--- src/hdl/nocPkg.sv ---
package nocPkg;

  localparam int portCount = 5;
  localparam int fifoDepthDefault = 4;
  localparam int lenWidthDefault = 12;
  localparam int coordWidth = 2;

  typedef enum logic [2:0] {
    portLocal = 3'd0,
    portNorth = 3'd1,
    portEast  = 3'd2,
    portWest  = 3'd3,
    portSouth = 3'd4
  } portId;

  typedef enum logic [2:0] {
    kindIdle = 3'd0,
    kindHead = 3'd1,
    kindBody = 3'd2,
    kindTail = 3'd3
  } flitKind;

  // Bit zero is idle, bit p+1 grants input port p.
  typedef enum logic [5:0] {
    arbIdle  = 6'b000001,
    arbLocal = 6'b000010,
    arbNorth = 6'b000100,
    arbEast  = 6'b001000,
    arbWest  = 6'b010000,
    arbSouth = 6'b100000
  } arbState;

  typedef struct packed {
    flitKind kind;
    logic [coordWidth-1:0] destX;
    logic [coordWidth-1:0] destY;
    logic [lenWidthDefault-1:0] length;  // Hold limit in cycles, read on head flits.
    logic [2:0] srcTag;
    logic [15:0] payload;
  } flit;

  function automatic portId holderOf(arbState grant);
    portId holder;
    holder = portLocal;
    for (int i = 0; i < portCount; i++)
      if (grant[i+1])
        holder = portId'(i);
    return holder;
  endfunction

endpackage

--- src/hdl/holdTimer.sv ---
`timescale 1ns/1ps

module holdTimer #(
  parameter int lenWidth = nocPkg::lenWidthDefault
) (
  input  logic                clk,
  input  logic                rst,
  input  nocPkg::flitKind     kind,
  input  logic [lenWidth-1:0] length,
  input  logic                run,
  output logic                expired
);
  import nocPkg::*;

  logic [lenWidth-1:0] limit;
  logic [lenWidth-1:0] count;

  always_ff @(posedge clk)
  begin
    if (rst)
    begin
      limit <= '0;
      count <= '0;
    end
    else
    begin
      if (kind == kindHead)
        limit <= length;  // Every head seen at this input reloads the limit.
      if (run)
        count <= count + 1'b1;
      else
        count <= '0;
    end
  end

  assign expired = (count == limit);

endmodule

--- src/hdl/outputArbiter.sv ---
`timescale 1ns/1ps

module outputArbiter #(
  parameter int lenWidth = nocPkg::lenWidthDefault
) (
  input  logic                                  clk,
  input  logic                                  rst,
  input  logic [nocPkg::portCount-1:0]          req,
  input  nocPkg::flit [nocPkg::portCount-1:0]   headFlit,
  output nocPkg::arbState                       grant
);
  import nocPkg::*;

  arbState state;
  arbState nextState;
  portId holder;
  logic [portCount-1:0] run;
  logic [portCount-1:0] expired;

  // First requester found scanning span ports cyclically from port first.
  function automatic arbState pickFrom(logic [portCount-1:0] r, int first, int span);
    arbState pick;
    int idx;
    pick = arbIdle;
    for (int k = span - 1; k >= 0; k--)
    begin
      idx = (first + k) % portCount;
      if (r[idx])
        pick = arbState'(6'b000010 << idx);
    end
    return pick;
  endfunction

  for (genvar i = 0; i < portCount; i++)
  begin : genTimer
    holdTimer #(
      .lenWidth(lenWidth)
    ) timer (
      .clk     (clk),
      .rst     (rst),
      .kind    (headFlit[i].kind),
      .length  (lenWidth'(headFlit[i].length)),
      .run     (run[i]),
      .expired (expired[i])
    );
  end

  always_ff @(posedge clk)
  begin
    if (rst)
      state <= arbIdle;
    else
      state <= nextState;
  end

  always_comb
  begin
    holder = holderOf(state);
    run = '0;
    if (state == arbIdle)
      nextState = pickFrom(req, 0, portCount);  // Lowest port number wins from idle.
    else if (req[holder] && !expired[holder])
    begin
      run[holder] = 1'b1;
      nextState = state;
    end
    else
      nextState = pickFrom(req, int'(holder) + 1, portCount - 1);
  end

  assign grant = state;

  // The crossbar and the input ports both decode this grant as a single holder.
  assert property (@(posedge clk) disable iff (rst) $onehot(grant))
    else $error("outputArbiter grant is not one-hot.");

endmodule

--- src/hdl/flitFifo.sv ---
`timescale 1ns/1ps

module flitFifo #(
  parameter int depth = nocPkg::fifoDepthDefault
) (
  input  logic        clk,
  input  logic        rst,
  input  nocPkg::flit wrFlit,
  input  logic        wr,
  input  logic        rd,
  output nocPkg::flit rdFlit,
  output logic        full,
  output logic        empty
);
  import nocPkg::*;

  localparam int ptrWidth = (depth > 1) ? $clog2(depth) : 1;

  flit mem [depth];
  logic [ptrWidth-1:0] wrPtr;
  logic [ptrWidth-1:0] rdPtr;
  logic [ptrWidth:0] count;

  function automatic logic [ptrWidth-1:0] bump(logic [ptrWidth-1:0] ptr);
    return (ptr == ptrWidth'(depth - 1)) ? '0 : ptr + 1'b1;
  endfunction

  always_ff @(posedge clk)
  begin
    if (rst)
    begin
      wrPtr <= '0;
      rdPtr <= '0;
      count <= '0;
    end
    else
    begin
      if (wr)
        wrPtr <= bump(wrPtr);
      if (rd)
        rdPtr <= bump(rdPtr);
      if (wr && !rd)
        count <= count + 1'b1;
      else if (rd && !wr)
        count <= count - 1'b1;
    end
  end

  always_ff @(posedge clk)
  begin
    if (wr)
      mem[wrPtr] <= wrFlit;
  end

  assign rdFlit = mem[rdPtr];  // The head flit shows without a read.
  assign full = (count == (ptrWidth + 1)'(depth));
  assign empty = (count == '0);

  assert property (@(posedge clk) disable iff (rst) wr |-> !full)
    else $error("flitFifo written while full.");
  assert property (@(posedge clk) disable iff (rst) rd |-> !empty)
    else $error("flitFifo read while empty.");

endmodule

--- src/hdl/inputPort.sv ---
`timescale 1ns/1ps

module inputPort #(
  parameter int routerX = 0,
  parameter int routerY = 0,
  parameter int depth = nocPkg::fifoDepthDefault
) (
  input  logic                         clk,
  input  logic                         rst,
  input  nocPkg::flit                  inFlit,
  input  logic                         inValid,
  output logic                         inFull,
  input  logic [nocPkg::portCount-1:0] granted,
  output nocPkg::flit                  headFlit,
  output logic [nocPkg::portCount-1:0] req,
  output nocPkg::flit                  popFlit
);
  import nocPkg::*;

  flit fifoFlit;
  logic empty;
  logic pop;
  logic reqOn;
  logic routeValid;
  portId headRoute;
  portId route;
  portId activeRoute;

  flitFifo #(
    .depth(depth)
  ) fifo (
    .clk    (clk),
    .rst    (rst),
    .wrFlit (inFlit),
    .wr     (inValid && (inFlit.kind != kindIdle)),
    .rd     (pop),
    .rdFlit (fifoFlit),
    .full   (inFull),
    .empty  (empty)
  );

  // XY routing: X is resolved first, then Y.
  always_comb
  begin
    if (int'(fifoFlit.destX) > routerX)
      headRoute = portEast;
    else if (int'(fifoFlit.destX) < routerX)
      headRoute = portWest;
    else if (int'(fifoFlit.destY) > routerY)
      headRoute = portNorth;
    else if (int'(fifoFlit.destY) < routerY)
      headRoute = portSouth;
    else
      headRoute = portLocal;
  end

  always_ff @(posedge clk)
  begin
    if (rst)
    begin
      routeValid <= 1'b0;
      route <= portLocal;
    end
    else if (pop)
    begin
      if (fifoFlit.kind == kindHead)
      begin
        route <= headRoute;
        routeValid <= 1'b1;
      end
      else if (fifoFlit.kind == kindTail)
        routeValid <= 1'b0;  // Packet done, the next head routes afresh.
    end
  end

  assign activeRoute = (fifoFlit.kind == kindHead) ? headRoute : route;
  assign reqOn = !empty && ((fifoFlit.kind == kindHead) || routeValid);
  assign req = reqOn ? (portCount'(1) << activeRoute) : '0;

  // A grant left over from the previous packet's output does not pop.
  assign pop = !empty && |(granted & req);

  assign headFlit = empty ? '0 : fifoFlit;
  assign popFlit = pop ? fifoFlit : '0;  // Idle kind when nothing leaves.

endmodule

--- src/hdl/crossbarSwitch.sv ---
`timescale 1ns/1ps

module crossbarSwitch (
  input  logic                                    clk,
  input  logic                                    rst,
  input  nocPkg::flit [nocPkg::portCount-1:0]     popFlit,
  input  nocPkg::arbState [nocPkg::portCount-1:0] grant,
  input  logic [nocPkg::portCount-1:0]            popped,
  output nocPkg::flit [nocPkg::portCount-1:0]     outFlit,
  output logic [nocPkg::portCount-1:0]            outValid
);
  import nocPkg::*;

  portId src [portCount];
  logic [portCount-1:0] forward;

  always_comb
  begin
    for (int o = 0; o < portCount; o++)
    begin
      src[o] = holderOf(grant[o]);
      forward[o] = (grant[o] != arbIdle) && popped[src[o]];
    end
  end

  always_ff @(posedge clk)
  begin
    if (rst)
      outValid <= '0;
    else
      outValid <= forward;
  end

  // Outputs hold their last flit while nothing is forwarded.
  always_ff @(posedge clk)
  begin
    for (int o = 0; o < portCount; o++)
    begin
      if (forward[o])
        outFlit[o] <= popFlit[src[o]];
    end
  end

endmodule

--- src/hdl/meshRouter.sv ---
`timescale 1ns/1ps

module meshRouter #(
  parameter int routerX = 1,
  parameter int routerY = 1,
  parameter int fifoDepth = nocPkg::fifoDepthDefault,
  parameter int lenWidth = nocPkg::lenWidthDefault
) (
  input  logic                                clk,
  input  logic                                rst,
  input  nocPkg::flit [nocPkg::portCount-1:0] inFlit,
  input  logic [nocPkg::portCount-1:0]        inValid,
  output logic [nocPkg::portCount-1:0]        inFull,
  output nocPkg::flit [nocPkg::portCount-1:0] outFlit,
  output logic [nocPkg::portCount-1:0]        outValid
);
  import nocPkg::*;

  logic [portCount-1:0][portCount-1:0] reqVec;   // Indexed [input][output].
  logic [portCount-1:0][portCount-1:0] reqTo;    // Indexed [output][input].
  logic [portCount-1:0][portCount-1:0] grantTo;  // Indexed [input][output].
  logic [portCount-1:0] popped;
  flit [portCount-1:0] headFlit;
  flit [portCount-1:0] popFlit;
  arbState [portCount-1:0] grant;

  always_comb
  begin
    for (int i = 0; i < portCount; i++)
    begin
      popped[i] = (popFlit[i].kind != kindIdle);
      for (int o = 0; o < portCount; o++)
      begin
        reqTo[o][i] = reqVec[i][o];
        grantTo[i][o] = grant[o][i+1];
      end
    end
  end

  for (genvar i = 0; i < portCount; i++)
  begin : genInput
    inputPort #(
      .routerX (routerX),
      .routerY (routerY),
      .depth   (fifoDepth)
    ) port (
      .clk      (clk),
      .rst      (rst),
      .inFlit   (inFlit[i]),
      .inValid  (inValid[i]),
      .inFull   (inFull[i]),
      .granted  (grantTo[i]),
      .headFlit (headFlit[i]),
      .req      (reqVec[i]),
      .popFlit  (popFlit[i])
    );
  end

  for (genvar o = 0; o < portCount; o++)
  begin : genOutput
    outputArbiter #(
      .lenWidth(lenWidth)
    ) arb (
      .clk      (clk),
      .rst      (rst),
      .req      (reqTo[o]),
      .headFlit (headFlit),
      .grant    (grant[o])
    );
  end

  crossbarSwitch xbar (
    .clk      (clk),
    .rst      (rst),
    .popFlit  (popFlit),
    .grant    (grant),
    .popped   (popped),
    .outFlit  (outFlit),
    .outValid (outValid)
  );

endmodule

--- config.mk ---
export PLATFORM = sky130hd
export DESIGN_NAME = meshRouter
export DESIGN_NICKNAME = d
export VERILOG_FILES = /design/src/hdl/nocPkg.sv /design/src/hdl/holdTimer.sv /design/src/hdl/outputArbiter.sv /design/src/hdl/flitFifo.sv /design/src/hdl/inputPort.sv /design/src/hdl/crossbarSwitch.sv /design/src/hdl/meshRouter.sv
export SDC_FILE = /design/constraint.sdc
export NUM_CORES = 2
export LEC_CHECK = 0
export BUFFER_PORTS_ARGS = -buffer_cell sky130_fd_sc_hd__buf_2
export CORE_ASPECT_RATIO = 1.75
export CORE_MARGIN = 4
export CORE_UTILIZATION = 55
export CTS_BUF_LIST = sky130_fd_sc_hd__clkbuf_16
export DETAILED_ROUTE_END_ITERATION = 8
export GPL_TIMING_DRIVEN = 0
export HOLD_SLACK_MARGIN = 0.06
export PLACE_DENSITY = 0.76
export SLEW_MARGIN = 20
export SYNTH_ARGS = -nofsm -noshare
export SYNTH_HDL_FRONTEND = slang
export SYNTH_SLANG_ARGS = --single-unit
--- constraint.sdc ---
create_clock -name clk -period 5.8 [get_ports clk]
set_input_delay 1.16 -clock clk [delete_from_list [all_inputs] [get_ports clk]]
set_output_delay 1.16 -clock clk [all_outputs]
set_load 0.05 [all_outputs]
== Word-level counts from Yosys, hierarchy flattened ==
Memories as Yosys holds them, arrays and structs flattened. A register that Yosys moved wholly into a read port is not among the register bits.
Cells that the tools add are included.

* Bits in writable memories: 760
* Bits of input ports: 197
* Output and inout port bits: 200
* Bits in registers: 640
* Memories kept: 5
* Word-level logic and storage cells: 766

{| class="wikitable"
|+ Memories
! memory !! words !! width !! rd ports !! clocked after memory_dff !! wr ports !! RTL line !! text
|-
| genInput[0].port.fifo.mem || 4 || 38 || 1 || 1 || 1 || flitFifo.sv:19 || <nowiki>flit mem [depth];</nowiki>
|-
| genInput[1].port.fifo.mem || 4 || 38 || 1 || 1 || 1 || flitFifo.sv:19 ||
|-
| genInput[2].port.fifo.mem || 4 || 38 || 1 || 1 || 1 || flitFifo.sv:19 ||
|-
| genInput[3].port.fifo.mem || 4 || 38 || 1 || 1 || 1 || flitFifo.sv:19 ||
|-
| genInput[4].port.fifo.mem || 4 || 38 || 1 || 1 || 1 || flitFifo.sv:19 ||
|}

* Shifts and indexed selects: 25
* $lt $le $gt $ge: 50
* Divide/modulo/power cells: 20
* Muxes and demuxes: 285
* Equality and inequality tests: 70
* Bitwise logic cells: 30
* Add/sub/neg operators: 65
* Reductions and logical operators: 125

{| class="wikitable"
|+ Operators with widths
! cell !! number
|-
| 32-bit by 5-bit less-than comparator with 1-bit output, second input constant || 20
|-
| 32-bit by 4-bit remainder unit with 32-bit output, second input constant || 20
|-
| 2-bit by 32-bit left shift with 6-bit output, first input constant || 20
|-
| 38-bit binary-select mux with 3-bit select || 5
|-
| 38-bit 2-to-1 mux || 15
|-
| 6-bit 2-to-1 mux || 55
|-
| 32-bit by 3-bit adder with 32-bit output, second input constant || 10
|-
| 12-bit by 1-bit adder with 12-bit output, second input constant || 25
|-
| 12-bit == test || 25
|-
| 32-bit by 2-bit adder with 32-bit output, second input constant || 5
|-
| 3-bit 2-to-1 mux || 43
|-
| 1-bit binary-select mux with 3-bit select || 35
|-
| 1-bit 2-to-1 mux || 85
|-
| 5-bit 2-to-1 mux || 15
|-
| 2-bit 2-to-1 mux || 27
|-
| 2-bit OR reduction || 25
|-
| 1-bit logical AND || 40
|-
| 3-bit by 1-bit == test with 1-bit output, second input constant || 10
|-
| 6-bit by 1-bit == test with 1-bit output, second input constant || 5
|-
| 6-bit by 1-bit inequality test with 1-bit output, second input constant || 5
|-
| 3-bit nonzero test || 10
|-
| 5-bit AND || 5
|-
| 1-bit inverter || 25
|-
| 5-bit OR reduction || 5
|-
| 19 further kinds || 135
|}

== Longest topological paths before layout ==
* Depth after elaboration: 17
* Mapped depth: 19
* Mapped depth without buffers: 17

== By module ==
A second synthesis with hierarchy kept.

* Cell total of the unflattened synthesis: 7,674
* Area total of the unflattened synthesis: 85,505.8 um^2

{| class="wikitable"
|+ By module, submodules not included
! module !! cells each !! instances !! area an instance (um^2)
|-
| flitFifo || 242 || 5 || 5,938.2
|-
| holdTimer || 113 || 25 || 1,073.5
|-
| crossbarSwitch || 1,607 || 1 || 14,247.4
|-
| outputArbiter at genOutput[1].arb ... || 262 || 4 || 1,983.2
|-
| inputPort || 144 || 5 || 998.5
|-
| outputArbiter at genOutput[0].arb || 259 || 1 || 1,773.0
|-
| meshRouter || 5 || 1 || 31.3
|}

== Worst setup path before layout ==
Ideal clock, no wire load.

* Path kind: register to register
* From: register (tool-made name)
* To: register xbar.outFlit[152] (netlist name)
* Required time: 5,320 ps
* Period minus slack after synthesis: 6,033 ps
* Data arrival time: 5,552 ps
* Slack: -233 ps
* Cell stages (with the launch flop): 13
* Path through: dfxtp_1 > buf_6 > mux4_2 > or3b_1 > clkbuf_1 > buf_2 > nor2_1 > a21oi_1 > or4_1 > a31o_2 > nor2_1 > o21ai_1 > nor3_1

==> flow_metrics.env <==
export IMPL_cap_viol_max_count=0
export IMPL_post_route_period_util=1.01
export IMPL_worst_pin_slew_ns=1.28
export IMPL_cp_slowest_stage_delay_ns=0.56
export IMPL_status="finished with violations"
export IMPL_crit_arrival_ns=6.35
export IMPL_synth_top_cell_area_share=0.420
export IMPL_drt_iter0_drc=7142
export IMPL_whs_endpoint="genOutput[3].arb.genTimer[4].timer.count[0]"
export IMPL_drive_above_1_share=0.172
export IMPL_reg2regPathDepth=16
export IMPL_tritoncts_num_buffers=121
export IMPL_clkSinkCount=1410
export IMPL_dp_cells=7773
export IMPL_start_util=0.553
export IMPL_yosysTopAreaCell="edfxtp_1"
export IMPL_skew_ns=0.0850
export IMPL_dp_hpwl_um=212000
export IMPL_ant_nets=0
export IMPL_grt_overflow=0
export IMPL_cp_start_kind="flip-flop"
export IMPL_async_reset_ff_frac=0
export IMPL_wirelength_um=284000
export IMPL_crit_chain="clkbuf_1 -> clkbuf_1 -> mux4_2 -> nor4bb_1 -> a32o_1 -> buf_4 -> a22oi_2 -> o311ai_1 -> buf_2 -> buf_2 -> a31oi_1 -> o21ai_0 -> o211ai_1 -> nor2_4 -> buf_16 -> buf_16"
export IMPL_synth_area_per_cell_um2=11.9
export IMPL_via_per_inst=6.73
export IMPL_r2r_setup_slack_ns=-0.07
export IMPL_worst_setup_path_end_kind="flip-flop"
export IMPL_clkTransAtPathRegs_ns=0.07
export IMPL_hold_viol=0
export IMPL_rr_endpoint="xbar.outFlit[44]"
export IMPL_max_slew_margin_rel=0.144
export IMPL_io_pins=397
export IMPL_fill_cells=9519
export IMPL_first_pass_iters=9
export IMPL_grt_pass1_wl_um=395000
export IMPL_multi_input_area_um2=28500
export IMPL_place_ws_ns=-0.748
export IMPL_yosysSeqAreaShare=0.556
export IMPL_hp_start="genOutput[3].arb.genTimer[4].timer.count[0]"
export IMPL_cp_data_required_time_ns=6.28
export IMPL_synth_top_flop_cell="edfxtp_1"
export IMPL_placed_area_um2=73100
export IMPL_clk_path_buf_depth=3
export IMPL_grt_pass1_vias=53200
export IMPL_die_area_um2=129000
export IMPL_crit_fanout=15
export IMPL_place_congestion=1.10
export IMPL_portBuffers=396
export IMPL_core_um2=123000
export IMPL_p_leak_nw=26.9
export IMPL_p_total_mw=26.4
export IMPL_nNetsFinal=6562
export IMPL_ys_ff_latch=1410
export IMPL_violations="design-rule violations, negative setup slack"
export IMPL_yosys_warnings=0
export IMPL_fmax_ghz=0.170
export IMPL_peakVddDrop_mv=0.319
export IMPL_min_delay_path_depth=1
export IMPL_syn_area_um2=67900
export IMPL_synth_edff_count=950
export IMPL_rows=170
export IMPL_wl_per_cell_um=35.4
export IMPL_crit_type="flip-flop to flip-flop"
export IMPL_clock_latency_ns=0.80
export IMPL_stdcell_area_um2=77200
export IMPL_antenna_found_initial=44
export IMPL_finalMaxSlewViolations=0
export IMPL_drc=1
export IMPL_die_h_um=473
export IMPL_min_path_type="flip-flop to flip-flop"
export IMPL_cts_tree="yes"
export IMPL_cellPowerDensity_nw_per_um2=342
export IMPL_syn2layout_area_growth_pct=13.7
export IMPL_seq_area_um2=37700
export IMPL_ys_types=110
export IMPL_htreeDepth=3
export IMPL_setup_viol=31
export IMPL_dieWidth_um=274
export IMPL_instances_no_fill=8020
export IMPL_worst_path_max_delay_cell="mux4_2"
export IMPL_hold_buffers=0
export IMPL_fin_ws_ns=-0.0692
export IMPL_synth_area_top_cells="edfxtp_1 (42%), dfxtp_1 (14%), mux4_2 (6.1%)"
export IMPL_num_vias=54000
export IMPL_grt_max_degree=29
export IMPL_grt_usage=0.433
export IMPL_finalCriticalPeriod_ns=5.87
export IMPL_cts_root_buf="clkbuf_16"
export IMPL_netlist_instances=5689
## how the worst max path moves through the flow
| stage | startpoint | to | slack (ns) | depth (start not counted) |
|---|---|---|---|---|
| 6_report | flip-flop | xbar.outFlit[44] | -0.07 | 16 |
| 5_1_grt | flip-flop | xbar.outFlit[7] | -0.006 | 16 |
| 4_1_cts | flip-flop | xbar.outFlit[1] | 0.002 | 16 |
| 3_5_place_dp | genOutput[0].arb.grant[3] | genOutput[0].arb.grant[2] | -0.75 | 17 |
| 3_3_place_gp | flip-flop | xbar.outFlit[157] | -2.93 | 14 |
| 2_1_floorplan | flip-flop | xbar.outFlit[114] | 0.76 | 12 |
## per-layer routing
metal | part of all wire | vias to the layer above | routed length, um | global-route usage
met2 | 0.46 | 3881 | 130000 | 0.687
met5 | 0.00077 | - | 218 | 0
met4 | 0.11 | 36 | 30700 | 0.359
li1 | - | 22600 | - | -
met1 | 0.33 | 26400 | 93400 | 0.496
met3 | 0.10 | 1100 | 29700 | 0.106
## state kept, by name, summed over array words and instances, names as in the netlist, named ones only
register	count
genInput.port.fifo.mem	760
genOutput.arb.genTimer.timer.count	300
xbar.outFlit	190
genOutput.arb.genTimer.timer.limit	60
genOutput.arb.grant	30
genInput.port.fifo.count	15
genInput.port.route	15
genInput.port.fifo.rdPtr	10
genInput.port.fifo.wrPtr	10
genInput.port.routeValid	5
xbar.outValid	5
## logic make-up (layout without fill, tap and decap cells)
group,count (synthesis),count (layout),share of synthesized area
AND/OR/NAND/NOR,1763,1763,0.124
multiplexers,402,402,0.0943
buffers and inverters,491,1160,0.0295
adder cells (fa/ha/maj),105,105,0.0199
flip-flops,1410,1410,0.556
AO/OA/AOI/OAI,945,945,0.103
XOR/XNOR,572,572,0.0738
other,1,29,0.0000552
## synthesized netlist by cell type (19+ instances only)
| cell type | count |
|---|---|
| nand3_1 | 196 |
| xor2_1 | 255 |
| mux2i_1 | 165 |
| a31oi_1 | 20 |
| nor3_1 | 66 |
| inv_1 | 114 |
| a222oi_1 | 32 |
| o31ai_1 | 19 |
| nand2b_1 | 26 |
| and3_1 | 120 |
| ha_1 | 100 |
| nand4_1 | 92 |
| o22ai_1 | 45 |
| mux2_2 | 51 |
| xnor2_1 | 317 |
| o21ai_0 | 129 |
| edfxtp_1 | 950 |
| buf_1 | 38 |
| a221o_1 | 114 |
| a21oi_1 | 164 |
| dfxtp_1 | 460 |
| buf_2 | 51 |
| nor4_1 | 60 |
| a32oi_1 | 109 |
| nor2_1 | 638 |
| mux4_2 | 184 |
| nand2_1 | 356 |
| o21ai_1 | 45 |
| o211ai_1 | 57 |
| nor2b_1 | 40 |
| clkbuf_1 | 257 |
| and2_1 | 49 |
| or3_1 | 33 |
## metrics by stage
step	util	hold WS, ns	TNS [ns]
2_1_floorplan	-	0.437	0
3_3_place_gp	0.586	0.453	-453.94
3_5_place_dp	0.596	0.457	-10.82
4_1_cts	0.628	0.478	0
5_1_grt	0.629	0.495	-0.0309
6_report	0.629	0.475	-1.45
## worst max-delay path, delay by kind of cell, from the launching register on
family / cells / cell delay (ns)
mux: 1 / 0.56
buf+inv: 7 / 2.39
compound gates: 6 / 1.33
flops: 1 / 0.31
simple gates: 2 / 0.91
## report_power, final
part / internal, mW / leakage (nW) / switching [mW] / total [mW]
Combinational: 1.75 / 12.5 / 5.06 / 6.81
Clock: 4.26 / 2.00 / 3.96 / 8.21
Sequential: 11.1 / 12.4 / 0.223 / 11.4
## timing repair
item / CTS / global route
gates resized for setup: 19 / 31
setup buffers: 1 / 0
pin swaps: 1 / 0
setup endpoints to repair: 40 / 153
hold endpoints to repair: 0 / 0
## cell usage in the layout (no fill, tap or decap), types with 123 or more instances in the layout
| master | netlist | routed |
|---|---|---|
| dfxtp_1 | 460 | 460 |
| mux4_2 | 184 | 184 |
| inv_1 | 114 | 138 |
| clkbuf_16 | 0 | 123 |
| nand2_1 | 356 | 356 |
| mux2i_1 | 165 | 164 |
| clkbuf_1 | 257 | 236 |
| buf_2 | 51 | 449 |
| nor2_1 | 638 | 630 |
| xnor2_1 | 317 | 317 |
| a21oi_1 | 164 | 162 |
| edfxtp_1 | 950 | 950 |
| xor2_1 | 255 | 255 |
| nand3_1 | 196 | 196 |
## cell type report
cell class,count,area share
clock buffers,123,0.0399
diodes,24,0.000778
well taps,1634,0.0265
repair buffers,447,0.0371
plain buffers,362,0.0203
inverters,126,0.00617
flip-flops and latches,1410,0.489
clock inverters,102,0.0113
multi-input cells,3792,0.369
Note: power is estimated with default switching activity, not from simulation.
